==> config.mk <==
export PLATFORM = sky130hd
export DESIGN_NAME = uart_rx
export DESIGN_NICKNAME = d
export VERILOG_FILES = /design/src/logic/hub75_pkg.sv /design/src/logic/uart_rx.sv
export SDC_FILE = /design/constraint.sdc
export NUM_CORES = 1
export LEC_CHECK = 0
export BUFFER_PORTS_ARGS = -buffer_cell sky130_fd_sc_hd__buf_2
export CAP_MARGIN = 5
export CORE_UTILIZATION = 47
export DETAILED_ROUTE_END_ITERATION = 8
export PLACE_DENSITY = 0.67
export SETUP_SLACK_MARGIN = 0.2
export SYNTH_ARGS = -nofsm -noshare
export SYNTH_HDL_FRONTEND = slang
export SYNTH_SLANG_ARGS = --single-unit
==> constraint.sdc <==
create_clock -name clk_in -period 3.6 [get_ports clk_in]
set_clock_uncertainty 0.05 [all_clocks]
set_input_delay 0.36 -clock clk_in [delete_from_list [all_inputs] [get_ports clk_in]]
set_output_delay 0.36 -clock clk_in [all_outputs]
set_load 0.05 [all_outputs]
==> src/logic/hub75_pkg.sv <==
// hub75 panel driver shared definitions
// panel geometry, uart timing, bus structs and state encodings
package hub75_pkg;

    // panel geometry
    localparam int PANEL_WIDTH       = 32;
    localparam int PANEL_HEIGHT      = 16;
    localparam int PANEL_HALF_HEIGHT = PANEL_HEIGHT / 2;
    localparam int COLUMN_BITS       = 5;
    localparam int ROW_BITS          = 3;
    localparam int PLANE_COUNT       = 4;
    localparam int PLANE_BITS        = $clog2(PLANE_COUNT);

    localparam int UART_TICKS_PER_BIT = 8;
    localparam int UART_TICK_BITS     = $clog2(UART_TICKS_PER_BIT);

    localparam int DISPLAY_BASE_TICKS = 4; // oe cycles for plane 0
    localparam int DISPLAY_TICK_BITS  = $clog2(DISPLAY_BASE_TICKS << (PLANE_COUNT - 1));

    typedef struct packed {
        logic [3:0] r;
        logic [3:0] g;
        logic [3:0] b;
    } pixel_t; // rgb444

    typedef struct packed {
        logic r;
        logic g;
        logic b;
    } rgb_t;

    typedef struct packed {
        logic [7:0] data;
        logic       valid;
    } rx_byte_t;

    typedef enum logic [7:0] {
        CMD_PIXEL      = 8'h50,
        CMD_BRIGHTNESS = 8'h42,
        CMD_RGB_ENABLE = 8'h45
    } cmd_opcode_e;

    typedef enum logic [2:0] {
        CMD_IDLE,
        CMD_X,
        CMD_Y,
        CMD_RG,
        CMD_B,
        CMD_MASK
    } cmd_state_e;

    typedef enum logic [1:0] {
        SCAN_SHIFT,
        SCAN_LATCH,
        SCAN_DISPLAY
    } scan_state_e;

    typedef struct packed {
        logic                   bank; // bottom half when set
        logic [ROW_BITS-1:0]    row;
        logic [COLUMN_BITS-1:0] column;
        pixel_t                 pixel;
        logic                   write;
    } fb_write_t;

    typedef struct packed {
        logic [PLANE_COUNT-1:0] brightness_enable;
        rgb_t                   rgb_enable;
    } display_cfg_t;

    typedef struct packed {
        logic [COLUMN_BITS-1:0] column;
        logic [ROW_BITS-1:0]    row;
        logic [PLANE_BITS-1:0]  plane;
        logic                   load;
        logic                   latch;
        logic                   oe;
    } scan_ctrl_t;

    typedef struct packed {
        rgb_t                rgb_top;
        rgb_t                rgb_bottom;
        logic [ROW_BITS-1:0] row_address;
        logic                clk_pixel;
        logic                row_latch;
        logic                output_enable_n;
    } panel_port_t;

endpackage

==> src/logic/uart_rx.sv <==
// uart receiver, 8N1, lsb first
// two-flop input synchronizer and mid-bit sampling
`timescale 1ns/10ps
module uart_rx import hub75_pkg::*; (
    input  logic     clk_in,
    input  logic     rst_n,
    input  logic     serial_rx,
    output rx_byte_t rx_byte
);

    typedef enum logic [2:0] {
        RX_IDLE,
        RX_START,
        RX_DATA,
        RX_STOP,
        RX_FINISH
    } rx_state_e;

    rx_state_e                 state;
    logic [1:0]                sync_ff;
    logic                      rx_bit;
    logic [UART_TICK_BITS-1:0] tick;
    logic [2:0]                bit_index;
    logic [7:0]                shift_reg;
    logic                      valid_q;
    logic                      half_bit;
    logic                      full_bit;

    always_ff @(posedge clk_in) begin
        if (!rst_n) begin
            sync_ff <= 2'b11; // line idles high
        end else begin
            sync_ff <= {sync_ff[0], serial_rx};
        end
    end

    assign rx_bit   = sync_ff[1];
    assign half_bit = (tick == UART_TICK_BITS'(UART_TICKS_PER_BIT / 2 - 1));
    assign full_bit = (tick == UART_TICK_BITS'(UART_TICKS_PER_BIT - 1));

    always_ff @(posedge clk_in) begin
        if (!rst_n) begin
            state     <= RX_IDLE;
            tick      <= '0;
            bit_index <= '0;
            valid_q   <= 1'b0;
        end else begin
            valid_q <= 1'b0;
            tick    <= tick + 1'b1;
            case (state)
                RX_IDLE: begin
                    tick      <= '0;
                    bit_index <= '0;
                    if (!rx_bit) state <= RX_START;
                end
                RX_START: if (half_bit) begin // middle of start bit
                    tick  <= '0;
                    state <= rx_bit ? RX_IDLE : RX_DATA; // glitch check
                end
                RX_DATA: if (full_bit) begin
                    tick      <= '0;
                    bit_index <= bit_index + 1'b1;
                    if (bit_index == 3'd7) state <= RX_STOP;
                end
                RX_STOP: if (full_bit) begin
                    tick    <= '0;
                    valid_q <= rx_bit; // bad stop bit drops the frame
                    state   <= rx_bit ? RX_IDLE : RX_FINISH;
                end
                // wait out the rest of a low stop bit
                RX_FINISH: if (tick == UART_TICK_BITS'(UART_TICKS_PER_BIT / 2 - 2)) begin
                    state <= RX_IDLE;
                end
                default: state <= RX_IDLE;
            endcase
        end
    end

    always_ff @(posedge clk_in) begin
        if (state == RX_DATA && full_bit) begin
            shift_reg <= {rx_bit, shift_reg[7:1]};
        end
    end

    assign rx_byte = '{data: shift_reg, valid: valid_q};

endmodule

==> reports/qor.yml <==
timing:
  rsz0062_at_grt: "false"
  slew_violations: 0
  clock.fmax_mhz: 511
  fin_ws_ns: 1.64
  setup_violations: 0
  fin_crit_sh_pct: 54.3
  fin_crit_ns: 1.96
  tns_ns: 0
  timing.slew.headroom_pct: 58.5
  worstMarginPinSlew_ns: 0.620
  finalHoldViolCount: 0
layout:
  drive_above_1_share_pct: 19.3
  area_growth_pct: 13.5
  fillers: 143
  largest_register_ffs: 8
  final_cell_mix: "12 x dfxtp_1, 11 x buf_2, 8 x ha_1, 8 x edfxtp_1"
  layout.nets: 95
  final_common_cell: "dfxtp_1"
  final_cells: 108
  final_core_util_pct: 56.6
  multi_input_area_um2: 328
  seq_area_um2: 480
  num_antenna_cells: 0
  fin_area_um2: 966
logic_synthesis:
  synth_cells: 71
  yosys_warnings: 0
  syn-num-nets: 82
  post_synth_num_cell_types: 28
  ys_ff_latch: 20
  netlist_area_um2: 851
  syn_area_per_cell_um2: 12.0
  synth_seq_area_share_pct: 56.5
worst_setup_path:
  end_kind: "register"
  worst-path-max-fanout: 8
  crit_type: "reg -> reg"
  cp.required_ns: 3.50
  arrival_ns: 1.85
  reg2reg_depth: 4
  cpMaxStageDelayCell: "nor2_1"
  slowest_delay_ns: 0.51
  cp_cell_sequence: "ha_1 > ha_1 > nand2_1 > nor2_1"
  cpMostUsedCell: "ha_1"
  start_kind: "register"
clock_tree:
  clk_latency_ns: 0.30
  cts.sink_count: 20
  root_buffer: "clkbuf_4"
  hold_buffers: 0
  post_cts_buffers: 0
  clockBufferDepth: 2
  cts_buffers: 3
  htree_levels: 1
  ctsResizeCount: 0
  clkTransAtPathRegs_ns: 0.11
  cts_tree: "yes"
floorplan:
  die-area_um2: 1980
  die_x_um: 44.5
  start_util_pct: 49.8
  row_count: 15
  core-area_um2: 1710
  pin_count: 12
  die_height_um: 44.5
routing:
  drc: 0
  drt_iter0_drc: 6
  firstDrtPassIters: 4
  drt-total-wl_um: 1230
  drt.antenna.violating_nets: 0
  drt-wirelength-per-cell_um: 11.3
  post_drt_via_cell_ratio: 4.88
  dr_total_vias: 527
status:
  outcome: "finished, final reports clean"
global_routing:
  grt_max_degree: 13
  gr-total-overflow: 0
  grt_pass1_vias: 454
  antenna_found_initial: 0
  grt_usage_pct: 13.3
  grt_pass1_wl_um: 1930
hold_path:
  hp-class: "in -> reg"
  hold_depth: 2
placement:
  dp_hpwl_um: 917
  dp.cells: 104
  portBuffers: 11
  place_area_um2: 913
  dp_worst_setup_slack_ns: 1.67
  routabilityCongestion: 0.791
pwr:
  peakVddDrop_v: 0.000284
  leakagePower_nw: 0.399
  p_per_area_nw_per_um2: 443
run:
  max_cap_violations: 0
[cells in the mapped netlist, drive strengths merged]
library cell / n / share of area (%)
o211a: 1 / 1.2
nor3b: 1 / 0.88
a2111oi: 1 / 1.0
o21ai: 3 / 1.8
o21a: 1 / 0.88
a21boi: 3 / 2.6
nand4: 2 / 1.5
nor2: 5 / 2.2
dfxtp: 12 / 28
nand2b: 2 / 1.5
or2: 1 / 1.0
ha: 8 / 12
mux4: 1 / 3.1
edfxtp: 8 / 28
a31oi: 1 / 0.74
or3: 1 / 0.74
inv: 5 / 2.2
buf: 3 / 2.8
nand2: 5 / 2.2
nor2b: 1 / 0.74
o31ai: 1 / 0.88
nor3: 1 / 0.59
a311oi: 1 / 1.0
a21oi: 2 / 1.2
nor4b: 1 / 1.0
[critical path, delay by kind of cell (launching register included)]
kind / cells / cell delay, ns
simple gates: 2 / 0.65
flops: 1 / 0.37
fa+ha+maj: 2 / 0.52
[report_power, final]
part	switching, mW	total (mW)	internal, mW
logic	0.00414	0.00877	0.00462
registers	0.00238	0.238	0.236
clock network	0.0685	0.181	0.113
[through the flow]
stage / power (mW) / hold slack (ns)
after detailed placement: 0.252 / 0.353
after global routing: 0.442 / 0.173
after floorplan: 0.250 / 0.336
after CTS: 0.432 / 0.172
after global placement: 0.252 / 0.342
final: 0.428 / 0.180
[metal layers]
metal  wire length, um  vias up  track usage, %
met5                 0        -               0
met4                20        0            6.06
met3                33        2            3.67
met2               565       10            19.1
met1               606      239            18.7
li1                  -      276               -
[path summary, 6_finish.rpt]
path | from | endpoint | slack (ns)
worst max-delay path | tick[0] | shift_reg[3] | 1.64
worst min-delay path | serial_rx | sync_ff[0] | 0.18
worst max register to register | tick[0] | shift_reg[3] | 1.64
worst min register to register | sync_ff[0] | sync_ff[1] | 0.38
[cells by family (layout without fill, tap and decap cells)]
| group | count (synthesis) | in the layout | synth area share [%] |
|---|---|---|---|
| and+or+nand+nor | 20 | 20 | 12.4 |
| adders and majority gates | 8 | 8 | 11.8 |
| DFF | 20 | 20 | 56.5 |
| buffers and inverters | 8 | 20 | 5.00 |
| muxes | 1 | 1 | 3.09 |
| AOI/OAI and AO/OA | 14 | 14 | 11.3 |
[area by class of cell]
class | instances | area share [%]
flip-flops and latches | 20 | 49.7
multi-input cells | 43 | 33.9
repair buffers | 11 | 5.70
well taps | 25 | 3.24
clock inverters | 1 | 3.11
clock buffers | 3 | 2.33
inverters | 5 | 1.94
(Power assumes the default switching activity.)
