===== src/logic/hub75_pkg.sv =====
// hub75 panel driver shared definitions
// panel geometry, uart timing, bus structs and state encodings
package hub75_pkg;

    // panel geometry
    localparam int PANEL_WIDTH       = 32;
    localparam int PANEL_HEIGHT      = 16;
    localparam int PANEL_HALF_HEIGHT = PANEL_HEIGHT / 2;
    localparam int COLUMN_BITS       = 5;
    localparam int ROW_BITS          = 3;
    localparam int PLANE_COUNT       = 4;
    localparam int PLANE_BITS        = $clog2(PLANE_COUNT);

    localparam int UART_TICKS_PER_BIT = 8;
    localparam int UART_TICK_BITS     = $clog2(UART_TICKS_PER_BIT);

    localparam int DISPLAY_BASE_TICKS = 4; // oe cycles for plane 0
    localparam int DISPLAY_TICK_BITS  = $clog2(DISPLAY_BASE_TICKS << (PLANE_COUNT - 1));

    typedef struct packed {
        logic [3:0] r;
        logic [3:0] g;
        logic [3:0] b;
    } pixel_t; // rgb444

    typedef struct packed {
        logic r;
        logic g;
        logic b;
    } rgb_t;

    typedef struct packed {
        logic [7:0] data;
        logic       valid;
    } rx_byte_t;

    typedef enum logic [7:0] {
        CMD_PIXEL      = 8'h50,
        CMD_BRIGHTNESS = 8'h42,
        CMD_RGB_ENABLE = 8'h45
    } cmd_opcode_e;

    typedef enum logic [2:0] {
        CMD_IDLE,
        CMD_X,
        CMD_Y,
        CMD_RG,
        CMD_B,
        CMD_MASK
    } cmd_state_e;

    typedef enum logic [1:0] {
        SCAN_SHIFT,
        SCAN_LATCH,
        SCAN_DISPLAY
    } scan_state_e;

    typedef struct packed {
        logic                   bank; // bottom half when set
        logic [ROW_BITS-1:0]    row;
        logic [COLUMN_BITS-1:0] column;
        pixel_t                 pixel;
        logic                   write;
    } fb_write_t;

    typedef struct packed {
        logic [PLANE_COUNT-1:0] brightness_enable;
        rgb_t                   rgb_enable;
    } display_cfg_t;

    typedef struct packed {
        logic [COLUMN_BITS-1:0] column;
        logic [ROW_BITS-1:0]    row;
        logic [PLANE_BITS-1:0]  plane;
        logic                   load;
        logic                   latch;
        logic                   oe;
    } scan_ctrl_t;

    typedef struct packed {
        rgb_t                rgb_top;
        rgb_t                rgb_bottom;
        logic [ROW_BITS-1:0] row_address;
        logic                clk_pixel;
        logic                row_latch;
        logic                output_enable_n;
    } panel_port_t;

endpackage


===== src/logic/command_decoder.sv =====
// command decoder for the serial write path
// turns opcode and argument bytes into pixel writes and display masks
`timescale 1ns/10ps
module command_decoder import hub75_pkg::*; (
    input  logic         clk_in,
    input  logic         rst_n,
    input  rx_byte_t     rx_byte,
    output fb_write_t    fb_write,
    output display_cfg_t display_cfg
);

    cmd_state_e             state;
    cmd_opcode_e            mask_op; // which mask command is pending
    logic [COLUMN_BITS-1:0] x_reg;
    logic                   bank_reg;
    logic [ROW_BITS-1:0]    row_reg;
    logic [7:0]             rg_reg;
    logic [3:0]             b_reg;
    logic                   write_strobe;

    always_ff @(posedge clk_in) begin
        if (!rst_n) begin
            state        <= CMD_IDLE;
            mask_op      <= CMD_BRIGHTNESS;
            write_strobe <= 1'b0;
            display_cfg  <= '{brightness_enable: '1, rgb_enable: '1};
        end else begin
            write_strobe <= 1'b0;
            if (rx_byte.valid) begin
                case (state)
                    CMD_IDLE: begin
                        case (cmd_opcode_e'(rx_byte.data))
                            CMD_PIXEL: state <= CMD_X;
                            CMD_BRIGHTNESS, CMD_RGB_ENABLE: begin
                                mask_op <= cmd_opcode_e'(rx_byte.data);
                                state   <= CMD_MASK;
                            end
                            default: state <= CMD_IDLE; // unknown opcode
                        endcase
                    end
                    CMD_X:  state <= CMD_Y;
                    CMD_Y:  state <= CMD_RG;
                    CMD_RG: state <= CMD_B;
                    CMD_B: begin
                        write_strobe <= 1'b1; // last pixel byte
                        state        <= CMD_IDLE;
                    end
                    CMD_MASK: begin
                        if (mask_op == CMD_BRIGHTNESS) begin
                            display_cfg.brightness_enable <= rx_byte.data[PLANE_COUNT-1:0];
                        end else begin
                            display_cfg.rgb_enable <= rx_byte.data[2:0]; // r is bit 2
                        end
                        state <= CMD_IDLE;
                    end
                    default: state <= CMD_IDLE;
                endcase
            end
        end
    end

    // argument capture
    always_ff @(posedge clk_in) begin
        if (rx_byte.valid) begin
            case (state)
                CMD_X: x_reg <= rx_byte.data[COLUMN_BITS-1:0];
                CMD_Y: begin
                    bank_reg <= rx_byte.data[ROW_BITS]; // y >= 8 is the bottom half
                    row_reg  <= rx_byte.data[ROW_BITS-1:0];
                end
                CMD_RG:  rg_reg <= rx_byte.data;
                CMD_B:   b_reg  <= rx_byte.data[3:0];
                default: ;
            endcase
        end
    end

    always_comb begin
        fb_write.bank    = bank_reg;
        fb_write.row     = row_reg;
        fb_write.column  = x_reg;
        fb_write.pixel.r = rg_reg[7:4];
        fb_write.pixel.g = rg_reg[3:0];
        fb_write.pixel.b = b_reg;
        fb_write.write   = write_strobe;
    end

endmodule


===== config.mk =====
export PLATFORM = sky130hd
export DESIGN_NAME = command_decoder
export DESIGN_NICKNAME = d
export VERILOG_FILES = /design/src/logic/hub75_pkg.sv /design/src/logic/command_decoder.sv
export SDC_FILE = /design/constraint.sdc
export NUM_CORES = 1
export LEC_CHECK = 0
export ABC_CLOCK_PERIOD_IN_PS = 2220
export BUFFER_PORTS_ARGS = -buffer_cell sky130_fd_sc_hd__clkbuf_2
export CORE_AREA = 2 2 52 66
export CTS_CLUSTER_SIZE = 24
export DETAILED_ROUTE_END_ITERATION = 10
export DIE_AREA = 0 0 54 68
export HOLD_SLACK_MARGIN = 0.08
export PLACE_DENSITY = 0.81
export SYNTH_ARGS = -nofsm -noshare
export SYNTH_HDL_FRONTEND = slang
export SYNTH_SLANG_ARGS = --single-unit

===== constraint.sdc =====
create_clock -name clk_in -period 2.22 [get_ports clk_in]
set_clock_uncertainty 0.05 [all_clocks]
set_input_delay 0.111 -clock clk_in [delete_from_list [all_inputs] [get_ports clk_in]]
set_output_delay 0.111 -clock clk_in [all_outputs]
set_load 0.05 [all_outputs]

==> impl_results.md <==
* Post-synth top cells: 21 x edfxtp_1, 19 x dfxtp_1, 11 x nand2_1
* Mux contribution to synthesized area at 6.10%
* Post-synthesis simple-gate area fraction at 17.2%
* Synthesized cell area at 1480 um^2
* WL/cell at 14.4 um
* Vias in the first global route at 908
* Port-buffer cells at 39
* Synth-to-Final Area Change at 26.4%
* Clk_lat worst skew at 0.29 ns
* Seq/Total Area, Yosys at 68.5%
* Data arrival time of the worst path at 1.79 ns
* Top cell type by total area after synthesis: edfxtp_1
* Iter 0 DRT Violations at 15
* Switch Pwr at 278 uW
* DP Worst Slack at 0.697 ns
* Max IR drop VDD at 646 uV
* Gp weighted congestion at 0.732
* Startpoint Class: primary input
* Avg Vias per Cell at 5.16
* Number of enable flip-flop cells after synthesis at 21
* Die area at 3670 um^2
* Max incr delay on CP at 0.53 ns
* All-Layer GR Usage at 16.7%
* Drt drc at 0
* H-tree depth at 2
* Setup crit end: mask_op[3]
* Hpwl dp at 1930 um
* Reg-to-reg endpoint: x_reg[2]
* Switching share of power at 19.8%
* Final Max Slew Viols at 0
* Resize count post-CTS at 0
* Worst slew pin tran at 0.751 ns
* Syn Inst Count at 103
* Syn_area_per_cell at 14.3 um^2
* CTS tree: yes
* Total negative slack at 0 ns
* First-pass GRT wire length at 4200 um
* Core Area at 3110 um^2
* Synthesized flop and latch total at 40
* Minimum clock period at 1.65 ns
* CP Class: primary input to flop
* Clock Tree Root: clkbuf_8
* Post-synthesis compound-gate area fraction at 5.51%
* Hold_buf cts at 5
* GRT overflow at 0
* Finished Core Util at 60.1%
* Peak Freq at 608 MHz
* Ys flop type: edfxtp_1
* Status: finished clean
* Post-CTS Setup Inserts at 0
* Leak Pwr at 0.000765 uW
* Clock buffer depth at 2
* I/O pin count at 40
* Largest net degree at the start of global routing at 20
* Chip width at 54 um
* Mapped Nets at 114
* Worst setup EP type: flop
* Combinational share of power at 3.5%
* Layout cell share with drive strength beyond 1 at 39.5%
* Clk slew on worst S/H paths at 0.07 ns
* Ant. Diodes at 0
* Clock tree sinks at 40
* Main combinational cell family by area after synthesis: simple AND/OR/NAND/NOR gates
* FFs w/ async S/R, synth at 0%
* Yosys top cell area share at 42.7%
* Worst hold path class: primary input to flop
* Initial antenna violation count at 0
* Die Y at 68 um
* Adder-Cell Fraction of Synth Area at 0%
* Worst-path fanout max at 9
* Sequential power share at 55.2%
* Ys Warns at 0
* Worst R2R Path Depth at 2
* Pwr per Cell Area at 754 nW/um^2
* Std-Cell Rows at 23
* Area contributors post-synth: edfxtp_1 43%, dfxtp_1 26%, mux2i_1 6.1%, nor4b_2 3.1%, nand2_1 2.8%
* Unique cell type count in the Yosys netlist at 29
* CTS Buf Count at 5
* Router iterations before antenna repair at 2
* RR Startpoint: state[0]
* Starting Density at 47.5%
* Unrepaired setup endpoints after global routing: false
* Max-cap violations at 0
* Power, Total at 1410 uW
* Clock power share at 41.2%
* Relative max-transition margin at 49.5%
* P_int at 1130 uW
* Vias at 976
* Final WS setup at 0.574 ns
* Critical path's slowest cell: dlygate4sd3_1
* Critical path origin: rx_byte[4]
* Period utilization at 74.1%
* WL final at 2720 um
* Most frequent cell after synthesis: edfxtp_1
* XOR/XNOR Fraction of Synth Area at 0.593%
* Layout net count at 162
* WP data required at 2.36 ns
* Final setup vio count at 0
* Final Hold Violating Endpoints at 0
* Reg2Reg Setup Slack at 0.68 ns
* Worst-path cell chain: dlygate4sd3_1, clkbuf_2, nor4b_2, o2111ai_4, and3_2
* Routed Antenna Nets at 0
power by group through the flow:
stage               sequential, uW  combinational, uW  clock, uW
floorplan                      795               17.2          0
global placement               794               41.0          0
detailed placement             794               42.7          0
CTS                            777               49.9        590
global route                   777               54.3        627
finish                         777               49.8        580
cells by family after synthesis:
| group | count (synthesis) |
|---|---|
| muxes | 9 |
| xor gates and xnor gates | 1 |
| and+or+nand+nor | 37 |
| buffers and inverters | 6 |
| AOI/OAI and AO/OA | 10 |
| DFF | 40 |
cell type report:
| type | count | area, um^2 |
|---|---|---|
| clock buffers | 5 | 68.8 |
| well taps | 37 | 46.3 |
| clock inverters | 3 | 42.5 |
| flip-flops and latches | 40 | 1010 |
| inverters | 1 | 3.75 |
| multi-input cells | 57 | 434 |
| fillers | 256 | 1240 |
| repair buffers | 46 | 260 |
per-stage QoR:
stage / cell area (um^2) / hold slack, ns / instances
after global placement: 1710 / 0.263 / 176
after floorplan: 1480 / 0.160 / 103
after global routing: 1870 / 0.142 / 189
final: 1870 / 0.117 / 189
after CTS: 1870 / 0.117 / 189
after detailed placement: 1710 / 0.269 / 176
worst min-delay path by stage:
stage | slack, ns | cells after the start | endpoint | from
2_1_floorplan | 0.16 | 0 | b_reg[0] | rx_byte[1]
3_3_place_gp | 0.26 | 1 | rg_reg[6] | rx_byte[7]
3_5_place_dp | 0.27 | 1 | rg_reg[6] | rx_byte[7]
4_1_cts | 0.12 | 4 | state[2] | rx_byte[0]
5_1_grt | 0.14 | 1 | b_reg[1] | rx_byte[2]
6_report | 0.12 | 4 | state[2] | rx_byte[0]
cells in the final DEF, fill, tap and decap left out, types with 2 or more instances in the layout:
| master | netlist | final |
|---|---|---|
| clkbuf_2 | 1 | 39 |
| edfxtp_1 | 21 | 21 |
| dfxtp_1 | 19 | 19 |
| nand2_1 | 11 | 11 |
| mux2i_1 | 9 | 9 |
| clkbuf_8 | 0 | 5 |
| dlygate4sd3_1 | 0 | 5 |
| and3_2 | 4 | 4 |
| nor2b_1 | 4 | 4 |
| nor4b_2 | 3 | 3 |
| a21oi_1 | 3 | 3 |
| o21ai_0 | 3 | 3 |
| nor3_1 | 2 | 2 |
| nor3b_2 | 2 | 2 |
| and2_1 | 2 | 2 |
| nor2_1 | 2 | 2 |
| buf_4 | 2 | 2 |
critical path, delay by kind of cell:
family                 cells  cell delay, ns
buffers and inverters      2            0.69
AOI/OAI and AO/OA          1            0.26
and+or+nand+nor            2            0.71
routing by layer:
metal / routed length (um) / global-route usage, % / up-vias
li1: - / - / 466
met1: 1080 / 18.2 / 468
met2: 1390 / 28.5 / 36
met3: 181 / 5.24 / 6
met4: 58 / 8.44 / 0
met5: 0 / 0 / -
Note: power is estimated with default switching activity, not from simulation.
