File: src/logic/hub75_pkg.sv
// hub75 panel driver shared definitions
// panel geometry, uart timing, bus structs and state encodings
package hub75_pkg;

    // panel geometry
    localparam int PANEL_WIDTH       = 32;
    localparam int PANEL_HEIGHT      = 16;
    localparam int PANEL_HALF_HEIGHT = PANEL_HEIGHT / 2;
    localparam int COLUMN_BITS       = 5;
    localparam int ROW_BITS          = 3;
    localparam int PLANE_COUNT       = 4;
    localparam int PLANE_BITS        = $clog2(PLANE_COUNT);

    localparam int UART_TICKS_PER_BIT = 8;
    localparam int UART_TICK_BITS     = $clog2(UART_TICKS_PER_BIT);

    localparam int DISPLAY_BASE_TICKS = 4; // oe cycles for plane 0
    localparam int DISPLAY_TICK_BITS  = $clog2(DISPLAY_BASE_TICKS << (PLANE_COUNT - 1));

    typedef struct packed {
        logic [3:0] r;
        logic [3:0] g;
        logic [3:0] b;
    } pixel_t; // rgb444

    typedef struct packed {
        logic r;
        logic g;
        logic b;
    } rgb_t;

    typedef struct packed {
        logic [7:0] data;
        logic       valid;
    } rx_byte_t;

    typedef enum logic [7:0] {
        CMD_PIXEL      = 8'h50,
        CMD_BRIGHTNESS = 8'h42,
        CMD_RGB_ENABLE = 8'h45
    } cmd_opcode_e;

    typedef enum logic [2:0] {
        CMD_IDLE,
        CMD_X,
        CMD_Y,
        CMD_RG,
        CMD_B,
        CMD_MASK
    } cmd_state_e;

    typedef enum logic [1:0] {
        SCAN_SHIFT,
        SCAN_LATCH,
        SCAN_DISPLAY
    } scan_state_e;

    typedef struct packed {
        logic                   bank; // bottom half when set
        logic [ROW_BITS-1:0]    row;
        logic [COLUMN_BITS-1:0] column;
        pixel_t                 pixel;
        logic                   write;
    } fb_write_t;

    typedef struct packed {
        logic [PLANE_COUNT-1:0] brightness_enable;
        rgb_t                   rgb_enable;
    } display_cfg_t;

    typedef struct packed {
        logic [COLUMN_BITS-1:0] column;
        logic [ROW_BITS-1:0]    row;
        logic [PLANE_BITS-1:0]  plane;
        logic                   load;
        logic                   latch;
        logic                   oe;
    } scan_ctrl_t;

    typedef struct packed {
        rgb_t                rgb_top;
        rgb_t                rgb_bottom;
        logic [ROW_BITS-1:0] row_address;
        logic                clk_pixel;
        logic                row_latch;
        logic                output_enable_n;
    } panel_port_t;

endpackage

File: src/logic/bitplane_select.sv
// bitplane stage between the framebuffer and the panel pins
// reads the pixel pair, picks the plane bit, masks it, registers the port
`timescale 1ns/10ps
module bitplane_select import hub75_pkg::*; (
    input  logic                   clk_in,
    input  logic                   rst_n,
    input  scan_ctrl_t             scan,
    input  display_cfg_t           display_cfg,
    output logic [ROW_BITS-1:0]    read_row,
    output logic [COLUMN_BITS-1:0] read_column,
    input  pixel_t                 pixel_top,
    input  pixel_t                 pixel_bottom,
    output panel_port_t            panel
);

    scan_ctrl_t scan_d1; // lines up with the ram output

    // one channel bit per plane, gated by both masks
    function automatic rgb_t plane_bits(input pixel_t px, input logic [PLANE_BITS-1:0] plane,
                                        input display_cfg_t cfg);
        rgb_t bits;
        logic plane_on;
        plane_on = cfg.brightness_enable[plane];
        bits.r   = px.r[plane] & plane_on & cfg.rgb_enable.r;
        bits.g   = px.g[plane] & plane_on & cfg.rgb_enable.g;
        bits.b   = px.b[plane] & plane_on & cfg.rgb_enable.b;
        return bits;
    endfunction

    assign read_row    = scan.row;
    assign read_column = scan.column;

    always_ff @(posedge clk_in) begin
        if (!rst_n) begin
            scan_d1 <= '0;
        end else begin
            scan_d1 <= scan;
        end
    end

    always_ff @(posedge clk_in) begin
        if (!rst_n) begin
            panel.rgb_top         <= '0;
            panel.rgb_bottom      <= '0;
            panel.row_address     <= '0;
            panel.clk_pixel       <= 1'b0;
            panel.row_latch       <= 1'b0;
            panel.output_enable_n <= 1'b1; // panel dark
        end else begin
            panel.rgb_top         <= plane_bits(pixel_top, scan_d1.plane, display_cfg);
            panel.rgb_bottom      <= plane_bits(pixel_bottom, scan_d1.plane, display_cfg);
            panel.clk_pixel       <= scan_d1.load;
            panel.row_latch       <= scan_d1.latch;
            panel.output_enable_n <= ~scan_d1.oe;
            if (scan_d1.latch) panel.row_address <= scan_d1.row; // held until next latch
        end
    end

endmodule

File: config.mk
export PLATFORM = sky130hd
export DESIGN_NAME = bitplane_select
export DESIGN_NICKNAME = d
export VERILOG_FILES = /design/src/logic/hub75_pkg.sv /design/src/logic/bitplane_select.sv
export SDC_FILE = /design/constraint.sdc
export NUM_CORES = 1
export LEC_CHECK = 0
export BUFFER_PORTS_ARGS = -buffer_cell sky130_fd_sc_hd__buf_2
export CORE_MARGIN = 1
export CORE_UTILIZATION = 40
export CTS_BUF_LIST = sky130_fd_sc_hd__clkbuf_4 sky130_fd_sc_hd__clkbuf_8
export DETAILED_ROUTE_END_ITERATION = 7
export GPL_TIMING_DRIVEN = 0
export PLACE_DENSITY = 0.81
export SYNTH_ARGS = -nofsm -noshare
export SYNTH_HDL_FRONTEND = slang
export SYNTH_SLANG_ARGS = --single-unit
File: constraint.sdc
create_clock -name clk_in -period 2.9 [get_ports clk_in]
set_input_delay 0.435 -clock clk_in [delete_from_list [all_inputs] [get_ports clk_in]]
set_output_delay 0.435 -clock clk_in [all_outputs]
set_load 0.005 [all_outputs]
==> flow_results.org <==
** Placed design
- At the end of routability-driven placement, the weighted congestion stood at 0.708.
- Summing all placed instances gives a cell area of 1160 sq um.
- After legalization and detailed placement, the total HPWL measured 1440 um.
- Count of port buffers added during placement :: 59

** Synth
- Counting every net in the synthesized netlist gives 108.
- Share of Yosys cell area claimed by the top area cell type :: 48.2%
- The synthesized design spends more area on one cell type than any other, namely dfxtp_1.
- Yosys mapped the design onto 11 distinct sky130hd cell types.
- Synthesized instance count :: 62
- Counting flops with a built-in enable in the synthesized netlist gives 0.
- Most used flip-flop cell after synthesis :: dfxtp_1
- Fraction of registers with async set/reset :: 0%
- Synth cell count leaders :: 20 x dfxtp_1, 10 x and2_1, 8 x buf_4
- Yosys printed 0 warnings.
- Synth Register Bits :: 20
- Area of the mapped netlist :: 831 sq um
- Of the synthesized area, sequential elements account for 48.2%.
- Most frequently used cell type in the post-synthesis netlist :: dfxtp_1
- Area contributors post-synth :: dfxtp_1 48%, mux4_1 19%, and2_1 7.5%
- Dividing the synthesized area by the synthesized cell count gives 13.4 sq um.

** Detailed routing
- Summed over all layers, the routed wires come to 1720 um.
- After detailed routing, the number of vias per cell comes to 4.57.
- The detailed router finished its first iteration with 3 violations.
- In this run the remaining antenna-violating nets after routing total 0.
- After detailed routing, the number of remaining DRC violations is 0.
- Count of TritonRoute iterations in the first routing pass :: 4
- Wire per inst :: 11.3 um
- The routed layout has 695 vias.

** STA
- For the final database, setup skew stands at 0.000468 ns.
- Part of the cycle the worst path needs :: 46.4%
- Setup violations remaining at the end of the flow were counted as 0.
- Static timing analysis puts the maximum clock frequency at 743 MHz.
- For the pin with the worst max-slew slack, the measured transition is 0.341 ns.
- Hold violation count in the final report :: 0
- Setup repair after global routing missed its margin :: no
- The worst path needs 1.35 ns of the cycle, external delays included.
- The final number of max-transition violations is 0.
- Adding up every negative setup slack in the final design gives 0 ns.
- Headroom to the max-slew limit came out at 77.2%.

** Setup path
- Sequence of cells on the critical path :: buf_6, mux4_2, and4_1
- Launching instance or port of the critical path :: scan_d1[3]$_SDFF_PN0_
- Worst Setup Start Kind :: flip-flop
- STA classifies the critical path endpoint as a flip-flop.
- In this run the critical register-to-register path is captured at panel[7]$_SDFF_PN0_.
- STA puts the critical path data required time at 3.10 ns.
- Crit path kind :: reg -> reg
- Worst reg2reg startpoint :: scan_d1[3]$_SDFF_PN0_
- Data arrives at the worst endpoint at 1.54 ns.
- Depth of the worst register-to-register path :: 3
- Of all nets on the critical path, the largest fanout is 7.
- The largest single stage delay on the critical path is 0.56 ns.
- In this run the register-to-register setup slack is 1.55 ns.
- CP Capture Point :: panel[7]$_SDFF_PN0_
- The slowest stage of the critical path belongs to the cell mux4_2.

** Layout
- The finished cells cover 1210 sq um.
- Layout cells sized above 1 :: 58.4%
- Area overhead of the layout relative to synthesis :: 45.9%
- At the end of the flow the core is filled with cells to 61.8%.
- 0 antenna diodes ended up in the layout.
- Net count, final :: 172

** Clock network
- TritonCTS built the clock tree.
- Once the clock tree was built, the setup fixing pass inserted 0 buffers.
- Clock transition at the registers of the reported paths :: 0.12 ns
- # hold bufs at CTS :: 0
- Counting along the longest clock path gives a buffer depth of 2.
- Clock Root Buffer :: clkbuf_4
- Post-CTS repair changed the size of 0 cells.
- CTS built an H-tree with a depth of 1.
- Clock tree synthesis inserted a total of 3 buffers.
- Clk sink count :: 20
- Clock latency at the later pin of the worst-skew pair :: 0.29 ns

** Status
- The flow ran to the end, and the final reports show no timing, DRC or antenna violations.

** Die
- The initial utilization of the core area, before any placement, comes to 42.3%.
- Measured along the y axis, the die boundary spans 47.6 um.
- The floorplan step defined a die boundary enclosing 2260 sq um.
- Die X :: 47.6 um
- Top-level port count :: 66
- The floorplan has 16 rows.
- After floorplanning, the core was sized to cover 1960 sq um.

** Power
- Sequential group share of total power :: 48.6%
- IR analysis of the VDD net gives a maximum drop of 0.279 mV.
- Of the total power, the share spent switching nets is 19.3%.
- Combinational share of power :: 13.8%
- Cell Pwr Density :: 493 nW/um^2
- In this run the static leakage power is 0.611 nW.
- The clock network burns 37.6% of the power.
- Internal portion of total power :: 0.000482 W
- NetSw :: 0.000115 W

** Global routing
- Global routing finished with a remaining overflow of 0.
- The first global-routing pass estimated 2530 um of wire.
- Pin count of the biggest net entering global routing :: 13
- The number of antenna violations at the first check in global routing was 0.
- Total routing usage reported by global routing :: 16.7%
- Via count of the first global-routing pass :: 603

** Flow run
- Across the run, the number of max-cap violations was 0.

** Min path
- The tightest min-delay check is of the in -> reg type.
[metal layers]
metal	GRT usage [%]	wire, um	part of all wire (%)
met5	0	0	0
met4	11.7	36	2.1
met3	6.04	131	7.6
met2	28.2	876	51
met1	17.1	677	39
[flip-flops by register name, indices dropped and copies added, names as in the netlist]
| register | count |
|---|---|
| scan_d1 | 8 |
| panel | 12 |
[cell usage in the layout (no fill, tap or decap)]
cell type and count:
and2_1 10, bufinv_16 1, and4_1 6, nor2b_1 3
clkbuf_1 3, nand2_1 1, dfxtp_1 20, mux4_2 1
mux4_1 6, buf_2 59, buf_6 1, mux2i_1 3
buf_4 8, clkbuf_4 3
[layout make-up]
| class | instances | area [sq um] |
|---|---|---|
| buffer | 12 | 82.6 |
| clock buffer | 3 | 22.5 |
| clock inverter | 1 | 30.0 |
| fill | 182 | 749 |
| multi-input combinational | 30 | 348 |
| sequential | 20 | 400 |
| tap | 27 | 33.8 |
| timing repair buffer | 59 | 295 |
[worst min path at each step]
stage | startpoint | endpoint | slack, ns | depth (start not counted)
2_1_floorplan | scan_d1[0]$_SDFF_PN0_ | panel[0]$_SDFF_PN1_ | 0.34 | 1
5_1_grt | scan[1] | scan_d1[1]$_SDFF_PN0_ | 0.32 | 2
3_5_place_dp | scan_d1[0]$_SDFF_PN0_ | panel[0]$_SDFF_PN1_ | 0.36 | 1
6_report | scan[0] | scan_d1[0]$_SDFF_PN0_ | 0.33 | 2
4_1_cts | scan[0] | scan_d1[0]$_SDFF_PN0_ | 0.32 | 2
3_3_place_gp | scan_d1[0]$_SDFF_PN0_ | panel[0]$_SDFF_PN1_ | 0.35 | 1
[through the flow]
stage	total power [W]	cells	setup WS (ns)	hold slack (ns)
global route	0.000626	152	1.50	0.324
global placement	0.000377	148	1.54	0.351
detailed placement	0.000380	148	1.52	0.355
finish	0.000598	152	1.55	0.328
floorplan	0.000339	62	1.64	0.343
CTS	0.000604	152	1.54	0.322
[logic make-up (layout without fill, tap and decap cells)]
| group | count (synthesis) | count (layout) | synth area share (%) |
|---|---|---|---|
| DFF | 20 | 20 | 48.2 |
| and+or+nand+nor | 20 | 20 | 16.6 |
| muxes | 10 | 10 | 25.3 |
| buffers and inverters | 12 | 75 | 9.94 |
[worst max-delay path: cells and delay by family, from the launching register on]
family	cells	cell delay (ns)
mux	1	0.56
simple gates	1	0.22
buf+inv	1	0.13
flops	1	0.34
[power groups by stage]
stage | registers (W) | clock network (W) | logic, W
2_1_floorplan | 0.000298 | 0 | 0.0000409
6_report | 0.000290 | 0.000224 | 0.0000826
5_1_grt | 0.000292 | 0.000241 | 0.0000923
3_5_place_dp | 0.000297 | 0 | 0.0000829
3_3_place_gp | 0.000297 | 0 | 0.0000798
4_1_cts | 0.000291 | 0.000229 | 0.0000839
(Power assumes the default switching activity.)
