## src/logic/hub75_pkg.sv

```systemverilog
// hub75 panel driver shared definitions
// panel geometry, uart timing, bus structs and state encodings
package hub75_pkg;

    // panel geometry
    localparam int PANEL_WIDTH       = 32;
    localparam int PANEL_HEIGHT      = 16;
    localparam int PANEL_HALF_HEIGHT = PANEL_HEIGHT / 2;
    localparam int COLUMN_BITS       = 5;
    localparam int ROW_BITS          = 3;
    localparam int PLANE_COUNT       = 4;
    localparam int PLANE_BITS        = $clog2(PLANE_COUNT);

    localparam int UART_TICKS_PER_BIT = 8;
    localparam int UART_TICK_BITS     = $clog2(UART_TICKS_PER_BIT);

    localparam int DISPLAY_BASE_TICKS = 4; // oe cycles for plane 0
    localparam int DISPLAY_TICK_BITS  = $clog2(DISPLAY_BASE_TICKS << (PLANE_COUNT - 1));

    typedef struct packed {
        logic [3:0] r;
        logic [3:0] g;
        logic [3:0] b;
    } pixel_t; // rgb444

    typedef struct packed {
        logic r;
        logic g;
        logic b;
    } rgb_t;

    typedef struct packed {
        logic [7:0] data;
        logic       valid;
    } rx_byte_t;

    typedef enum logic [7:0] {
        CMD_PIXEL      = 8'h50,
        CMD_BRIGHTNESS = 8'h42,
        CMD_RGB_ENABLE = 8'h45
    } cmd_opcode_e;

    typedef enum logic [2:0] {
        CMD_IDLE,
        CMD_X,
        CMD_Y,
        CMD_RG,
        CMD_B,
        CMD_MASK
    } cmd_state_e;

    typedef enum logic [1:0] {
        SCAN_SHIFT,
        SCAN_LATCH,
        SCAN_DISPLAY
    } scan_state_e;

    typedef struct packed {
        logic                   bank; // bottom half when set
        logic [ROW_BITS-1:0]    row;
        logic [COLUMN_BITS-1:0] column;
        pixel_t                 pixel;
        logic                   write;
    } fb_write_t;

    typedef struct packed {
        logic [PLANE_COUNT-1:0] brightness_enable;
        rgb_t                   rgb_enable;
    } display_cfg_t;

    typedef struct packed {
        logic [COLUMN_BITS-1:0] column;
        logic [ROW_BITS-1:0]    row;
        logic [PLANE_BITS-1:0]  plane;
        logic                   load;
        logic                   latch;
        logic                   oe;
    } scan_ctrl_t;

    typedef struct packed {
        rgb_t                rgb_top;
        rgb_t                rgb_bottom;
        logic [ROW_BITS-1:0] row_address;
        logic                clk_pixel;
        logic                row_latch;
        logic                output_enable_n;
    } panel_port_t;

endpackage

```

## src/logic/matrix_scan.sv

```systemverilog
// scan timing for the panel
// shifts a row, latches it, then holds oe for a binary-weighted time per plane
`timescale 1ns/10ps
module matrix_scan import hub75_pkg::*; (
    input  logic       clk_in,
    input  logic       rst_n,
    output scan_ctrl_t scan
);

    scan_state_e              state;
    logic [COLUMN_BITS-1:0]   column_count;
    logic [ROW_BITS-1:0]      row_count;
    logic [PLANE_BITS-1:0]    plane_count;
    logic [DISPLAY_TICK_BITS-1:0] display_tick;
    logic                     phase; // load on phase 0, advance on phase 1
    logic                     last_column;
    logic                     display_done;

    assign last_column  = (column_count == COLUMN_BITS'(PANEL_WIDTH - 1));
    assign display_done =
        (display_tick == DISPLAY_TICK_BITS'((DISPLAY_BASE_TICKS << plane_count) - 1));

    always_ff @(posedge clk_in) begin
        if (!rst_n) begin
            state        <= SCAN_SHIFT;
            column_count <= '0;
            row_count    <= '0;
            plane_count  <= '0;
            display_tick <= '0;
            phase        <= 1'b0;
        end else begin
            case (state)
                SCAN_SHIFT: begin
                    phase <= ~phase;
                    if (phase) begin
                        if (last_column) begin
                            column_count <= '0;
                            state        <= SCAN_LATCH;
                        end else begin
                            column_count <= column_count + 1'b1;
                        end
                    end
                end
                SCAN_LATCH: begin
                    display_tick <= '0;
                    state        <= SCAN_DISPLAY;
                end
                SCAN_DISPLAY: begin
                    display_tick <= display_tick + 1'b1;
                    if (display_done) begin
                        state <= SCAN_SHIFT;
                        phase <= 1'b0;
                        // planes first, then rows
                        if (plane_count == PLANE_BITS'(PLANE_COUNT - 1)) begin
                            plane_count <= '0;
                            if (row_count == ROW_BITS'(PANEL_HALF_HEIGHT - 1)) begin
                                row_count <= '0;
                            end else begin
                                row_count <= row_count + 1'b1;
                            end
                        end else begin
                            plane_count <= plane_count + 1'b1;
                        end
                    end
                end
                default: state <= SCAN_SHIFT;
            endcase
        end
    end

    always_comb begin
        scan.column = column_count;
        scan.row    = row_count;
        scan.plane  = plane_count;
        scan.load   = (state == SCAN_SHIFT) && !phase;
        scan.latch  = (state == SCAN_LATCH);
        scan.oe     = (state == SCAN_DISPLAY);
    end

endmodule

```

## config.mk

```make
export PLATFORM = sky130hd
export DESIGN_NAME = matrix_scan
export DESIGN_NICKNAME = d
export VERILOG_FILES = /design/src/logic/hub75_pkg.sv /design/src/logic/matrix_scan.sv
export SDC_FILE = /design/constraint.sdc
export NUM_CORES = 1
export LEC_CHECK = 0
export BUFFER_PORTS_ARGS = -buffer_cell sky130_fd_sc_hd__buf_2
export CAP_MARGIN = 20
export CORE_ASPECT_RATIO = 1.25
export CORE_UTILIZATION = 45
export DETAILED_ROUTE_END_ITERATION = 8
export MAX_ROUTING_LAYER = met4
export PLACE_DENSITY_LB_ADDON = 0.1
export RECOVER_POWER = 100
export SLEW_MARGIN = 25
export SYNTH_ARGS = -nofsm -noshare
export SYNTH_HDL_FRONTEND = slang
export SYNTH_SLANG_ARGS = --single-unit
```

## constraint.sdc

```tcl
create_clock -name clk_in -period 2.5 [get_ports clk_in]
set_clock_uncertainty 0.2 [all_clocks]
set_input_delay 0.125 -clock clk_in [delete_from_list [all_inputs] [get_ports clk_in]]
set_output_delay 0.125 -clock clk_in [all_outputs]
set_load 0.01 [all_outputs]
```

==> reports/summary.txt, run 1 <==
Max Root-Sink Buffers: 2
Top cell type by total area after synthesis: dfxtp_1
# DRC: 2
Kind of critical path: flip-flop to flip-flop
Global-route wire length before repair: 2770 um
IO Count: 15
Number of global-route vias before repair: 731
Cell area after layout: 0.00108 sq mm
Post-synth EDFFs: 0
Slew HR: 45.2%
Clock Latency Late Sink: 0.30 ns
Iter 0 DRT Violations: 12
Max Cap Viol: 0
Post-DP HPWL: 1300 um
Num CTS Buffers: 3
Reg2Reg Setup Slack: 0.29 ns
Clock-pin slew on the worst setup and hold paths: 0.11 ns
H-Tree Depth: 1
Synth warn: 0
Avg Vias per Cell: 5.27
Grt ovf: 0
CP Data Arrival Time: 2.21 ns
Slew Limit Fails: 0
Min-delay worst type: flip-flop to flip-flop
Combinational share of power: 4.7%
Int Power: 0.389 mW
Layout Nets: 137
Hold Path Origin: column_count[4]
R2R Path Start: plane_count[0]
Commonest cells post-synth: dfxtp_1, ha_1, nand2_1, nor2_1
Post-synthesis sequential area ratio: 36.7%
Critical Path Start Type: flip-flop
Overall Global Routing Usage: 16.5%
Post-CTS Setup Repair Bufs: 0
Min cycle time layout: 2.21 ns
Clk pwr share: 36.5%
Switching share of power: 22.4%
Fmax: 0.453 GHz
Least-Margin Pin Slew: 0.814 ns
Pwr Density: 464 mW/mm^2
Core box area: 0.00200 sq mm
Final setup violation count: 0
Routed via count: 748
FF+latch count, synth: 18
R2r endpoint: row_count[0]
Worst Path Max Fanout: 6
Setup TNS: 0 ns
CTS tree: yes
Outcome: finished, violations left
Root Buffer: clkbuf_4
Placed cell area: 0.00107 sq mm
Worst-case reg-to-reg path depth: 6
Final hold vios: 0
Syn Inst Count: 105
Initial antenna violation count: 0
Die ar.: 0.00237 sq mm
I/O Buffers: 14
Post-synth cell types: 25
Failing checks: DRC
Mapped Avg Cell Area: 9.34 sq um
Share of cells above drive strength 1: 4.10%
Initial DRT Pass Iterations: 7
RSZ-0062 raised after global routing: false
Sw power: 0.113 mW
P_leak: 0.428 nW
Top cell type's share of synthesized area: 36.7%
Syn Nets: 119
Post_cts resized: 0
Cells on Worst Hold Path: 2
Chip height: 54.2 um
Starting Density: 48.9%
Critical path endpoint category: flip-flop
Fin crit share: 88.4%
Final wirelength: 1730 um
WHS Endpoint: column_count[4]
Routability cong.: 0.729
Core Rows: 18
Asr flop ratio synth: 0%
Hold Buf Count CTS: 1
Reg power frac: 58.8%
Die X: 43.8 um
Top-count cell post-synth: dfxtp_1
Synthesized cell area: 981 sq um
Ys flop type: dfxtp_1
Pin count of the biggest net entering global routing: 17
Worst IR Drop VDD: 0.291 mV
Drt wl/cell: 12.2 um
Worst EP required: 2.50 ns
DRT antenna net count: 0
Synth top area cells: dfxtp_1, ha_1, mux2i_1, nor2b_1, xor2_1
Area Growth Syn to Fin: 10.2%
Ant. Diodes: 0
CTS sink count: 18
Fillcell total: 188
final cells by class:
type	instances	area (sq um)	share of cell area [%]
flip-flops and latches	18	360	33.3
multi-input cells	80	577	53.4
repair buffers	15	63.8	5.90
well taps	20	25.0	2.31
clock buffers	4	36.3	3.36
inverters	5	18.8	1.74
worst max path at each step:
stage,start,endpoint,slack (ns),cells past startpoint
finish,plane_count[0],row_count[0],0.29,6
global route,plane_count[0],row_count[0],0.14,6
CTS,plane_count[0],state[1],0.38,6
detailed placement,plane_count[0],state[1],0.39,6
global placement,plane_count[0],state[1],0.49,6
floorplan,plane_count[0],state[0],0.48,6
cells by family after synthesis:
| logic type | share of synthesized area [%] |
|---|---|
| compound gates | 7.53 |
| xor+xnor | 6.25 |
| fa+ha+maj | 15.3 |
| buf+inv | 2.68 |
| flops | 36.7 |
| mux | 8.16 |
| simple gates | 23.3 |
placed cells by master (no fill, tap or decap), types with 2 or more instances in the layout:
cell      count
dfxtp_1      18
clkbuf_1     13
ha_1         12
nand2_1      10
nor2_1       10
nor2b_1       8
mux2i_1       8
inv_1         5
xor2_1        5
o21ai_0       3
a21boi_0      3
nand4_1       3
clkbuf_4      3
or4b_1        2
a21oi_1       2
nor3_1        2
xnor2_1       2
nand3_1       2
nor4_1        2
stage by stage:
step | total power, mW | instances | setup slack (ns) | hold WS [ns] | util, %
floorplan | 0.317 | 105 | 0.479 | 0.0739 | -
global placement | 0.325 | 137 | 0.490 | 0.270 | 53.3
detailed placement | 0.325 | 137 | 0.388 | 0.277 | 53.3
CTS | 0.510 | 142 | 0.385 | 0.292 | 55.6
global route | 0.522 | 142 | 0.140 | 0.336 | 53.9
finish | 0.502 | 142 | 0.290 | 0.293 | 53.9
registers in the layout (all words and copies together), names as in the netlist:
signal / count
plane_count: 2
phase: 1
column_count: 5
state: 2
row_count: 3
display_tick: 5
layer usage:
| metal | part of all wire [%] | wire length, um | track usage, % |
|---|---|---|---|
| met1 | 44 | 760 | 15.1 |
| met2 | 51 | 888 | 32.1 |
| met3 | 2.4 | 41 | 2.01 |
| met4 | 2.3 | 40 | 9.90 |
| met5 | 0 | 0 | - |
worst max-delay path: stages, from the launching register on:
cell and delay [ns]:
dfxtp_1 0.43, inv_1 0.07, ha_1 0.21, xnor2_1 0.15, nor4_1 0.73, mux2i_1 0.26, nor2b_1 0.06
power groups by stage:
stage | Combinational, mW | Sequential [mW] | Clock [mW]
detailed placement | 0.0236 | 0.302 | 0
global placement | 0.0233 | 0.301 | 0
finish | 0.0236 | 0.295 | 0.183
global route | 0.0275 | 0.296 | 0.198
CTS | 0.0248 | 0.295 | 0.190
floorplan | 0.0151 | 0.302 | 0
(Power assumes the default switching activity.)
==> run 2: changes to the inputs <==
- CORE_ASPECT_RATIO: 1.25 -> not set
==> reports/summary.txt, run 2 (synthesis gave the netlist of run 1 again) <==
Outcome: completed
Worst EP required: 2.53 ns (+0.03 ns)
R2R Path Start: plane_count[0]
H-Tree Depth: 1 (unchanged)
Total power: 0.494 mW (-1.5%)
Iter 0 DRT Violations: 13 (+1)
GR Layer Usage met2: 31.3% (-0.84 points)
Initial DRT Pass Iterations: 4 (-3)
Hold_ws: 0.290 ns (-0.00333 ns)
Starting Density: 49.0% (+0.061 points)
Drt wl/cell: 11.6 um (-4.4%)
Placed cell area: 0.00108 sq mm (+0.82%)
Reg2Reg Setup Slack: 0.31 ns (+0.02 ns)
Hold Path Origin: state[1]
RSZ-0062 raised after global routing: false
Largest registers: column_count (5), display_tick (5), row_count (3)
Area of the multi-input gates: 589 sq um (+2.2%)
Register area: 360 sq um (unchanged)
Clock Latency Late Sink: 0.29 ns (about the same)
Chip height: 48.7 um (-10%)
CP Data Arrival Time: 2.21 ns (about the same)
Overall Global Routing Usage: 17.4% (+0.95 points)
Setup TNS: 0 ns (unchanged)
Final wirelength: 1740 um (+0.29%)
GRT busiest layer: met2
Commonest non-fill, non-tap cell in the layout: dfxtp_1
I/O Buffers: 14 (unchanged)
P_leak: 0.430 nW (+0.53%)
CTS sink count: 18 (unchanged)
Core Rows: 16 (-2)
Grt met1 use: 18.3% (+3.2 points)
Layout Nets: 137 (unchanged)
Final hold vios: 0 (unchanged)
Min cycle time layout: 2.19 ns (-0.0207 ns)
Share of cells above drive strength 1: 5.74% (+1.6 points)
Slew HR: 65.2% (+20 points)
Max Cap Viol: 0 (unchanged)
Final setup violation count: 0 (unchanged)
Global-route wire length before repair: 3080 um (+11%)
Area Growth Syn to Fin: 12.4%
Cell Chain, Critical Path: inv_1, ha_1, xnor2_1, or4b_1, a22oi_1, mux2i_1
Fillcell total: 197 (+4.8%)
Critical path endpoint category: flip-flop
Routability cong.: 0.731 (+0.23%)
Cells on Worst Hold Path: 2 (unchanged)
Ant. Diodes: 0 (unchanged)
Pwr Density: 448 mW/mm^2 (-3.4%)
Kind of critical path: flip-flop to flip-flop
Num CTS Buffers: 3 (unchanged)
R2r endpoint: state[0]
IO Count: 15 (unchanged)
Leading cell types in the layout, fill and taps excluded: dfxtp_1, clkbuf_1, ha_1
Initial antenna violation count: 0 (unchanged)
Clock-pin slew on the worst setup and hold paths: 0.10 ns (about the same)
Core box area: 0.00200 sq mm (-0.12%)
Avg Vias per Cell: 5.03 (-4.4%)
Die ar.: 0.00237 sq mm (about the same)
Worst-case reg-to-reg path depth: 6 (unchanged)
Met3 Track Usage GR: 5.66% (+3.6 points)
Number of global-route vias before repair: 727 (-0.55%)
Worst IR Drop VDD: 0.307 mV (+5.5%)
WHS Endpoint: state[1]
Critical Path Start Type: flip-flop
Worst Path Max Fanout: 6 (unchanged)
Post-DP HPWL: 1330 um (+2.6%)
# DRC: 0 (-2)
Root Buffer: clkbuf_4
CTS tree: yes
Routed via count: 750 (+0.27%)
Post_cts resized: 0 (unchanged)
Slew Limit Fails: 0 (unchanged)
Max Root-Sink Buffers: 2 (unchanged)
Post-CTS Setup Repair Bufs: 0 (unchanged)
Fin crit share: 87.6% (-0.83 points)
Cell area after layout: 0.00110 sq mm (+2.0%)
CP max stage cell: or4b_1
Fmax: 0.457 GHz (+0.95%)
Die X: 48.7 um (+11%)
Pin count of the biggest net entering global routing: 17 (unchanged)
Max incr delay on CP: 0.54 ns (-0.19 ns)
Min-delay worst type: flip-flop to flip-flop
Grt ovf: 0 (unchanged)
Least-Margin Pin Slew: 0.517 ns (-0.297 ns)
DRT antenna net count: 0 (unchanged)
[run 2: metrics by stage]
step | setup WS, ns | std cells | utilization [%]
detailed placement | 0.394 | 144 | 53.8
global placement | 0.496 | 144 | 53.8
global route | 0.112 | 149 | 55.1
CTS | 0.347 | 149 | 56.1
floorplan | 0.479 | 105 | -
finish | 0.311 | 149 | 55.1
[run 2: metal layers]
| metal | vias up | share of wire [%] |
|---|---|---|
| met4 | 0 | 0.69 |
| met5 | - | 0 |
| li1 | 394 | - |
| met1 | 342 | 41 |
| met2 | 12 | 54 |
| met3 | 2 | 4.5 |
[run 2: cell type report]
type | instances | share of cell area (%)
inverters | 5 | 1.70
well taps | 27 | 3.06
clock buffers | 4 | 3.29
repair buffers | 15 | 5.79
multi-input cells | 80 | 53.5
flip-flops and latches | 18 | 32.7
[run 2: repair_timing]
action	CTS	global route
endpoints found under the setup margin	0	0
hold buffers	1	0
hold endpoints to repair	9	0
[run 2: worst max-delay path by stage]
stage	cells after the start	slack (ns)	from	endpoint
after detailed placement	6	0.39	plane_count[0]	state[0]
after global placement	6	0.50	plane_count[0]	state[1]
after global routing	6	0.11	plane_count[0]	state[0]
final	6	0.31	plane_count[0]	state[0]
after CTS	6	0.35	plane_count[0]	state[0]
after floorplan	6	0.48	plane_count[0]	state[0]
[run 2: where the power goes]
group / switching [mW] / internal [mW]
clock: 0.0863 / 0.0888
combinational: 0.0136 / 0.0105
sequential: 0.00514 / 0.290
total: 0.105 / 0.389
[run 2: worst max-delay path, delay by kind of cell, from the launching register on]
family                     cells  cell delay, ns
and+or+nand+nor                1            0.54
AOI/OAI and AO/OA              1            0.25
adders and majority gates      1            0.21
muxes                          1            0.22
xor gates and xnor gates       1            0.17
buffers and inverters          1            0.07
DFF                            1            0.46
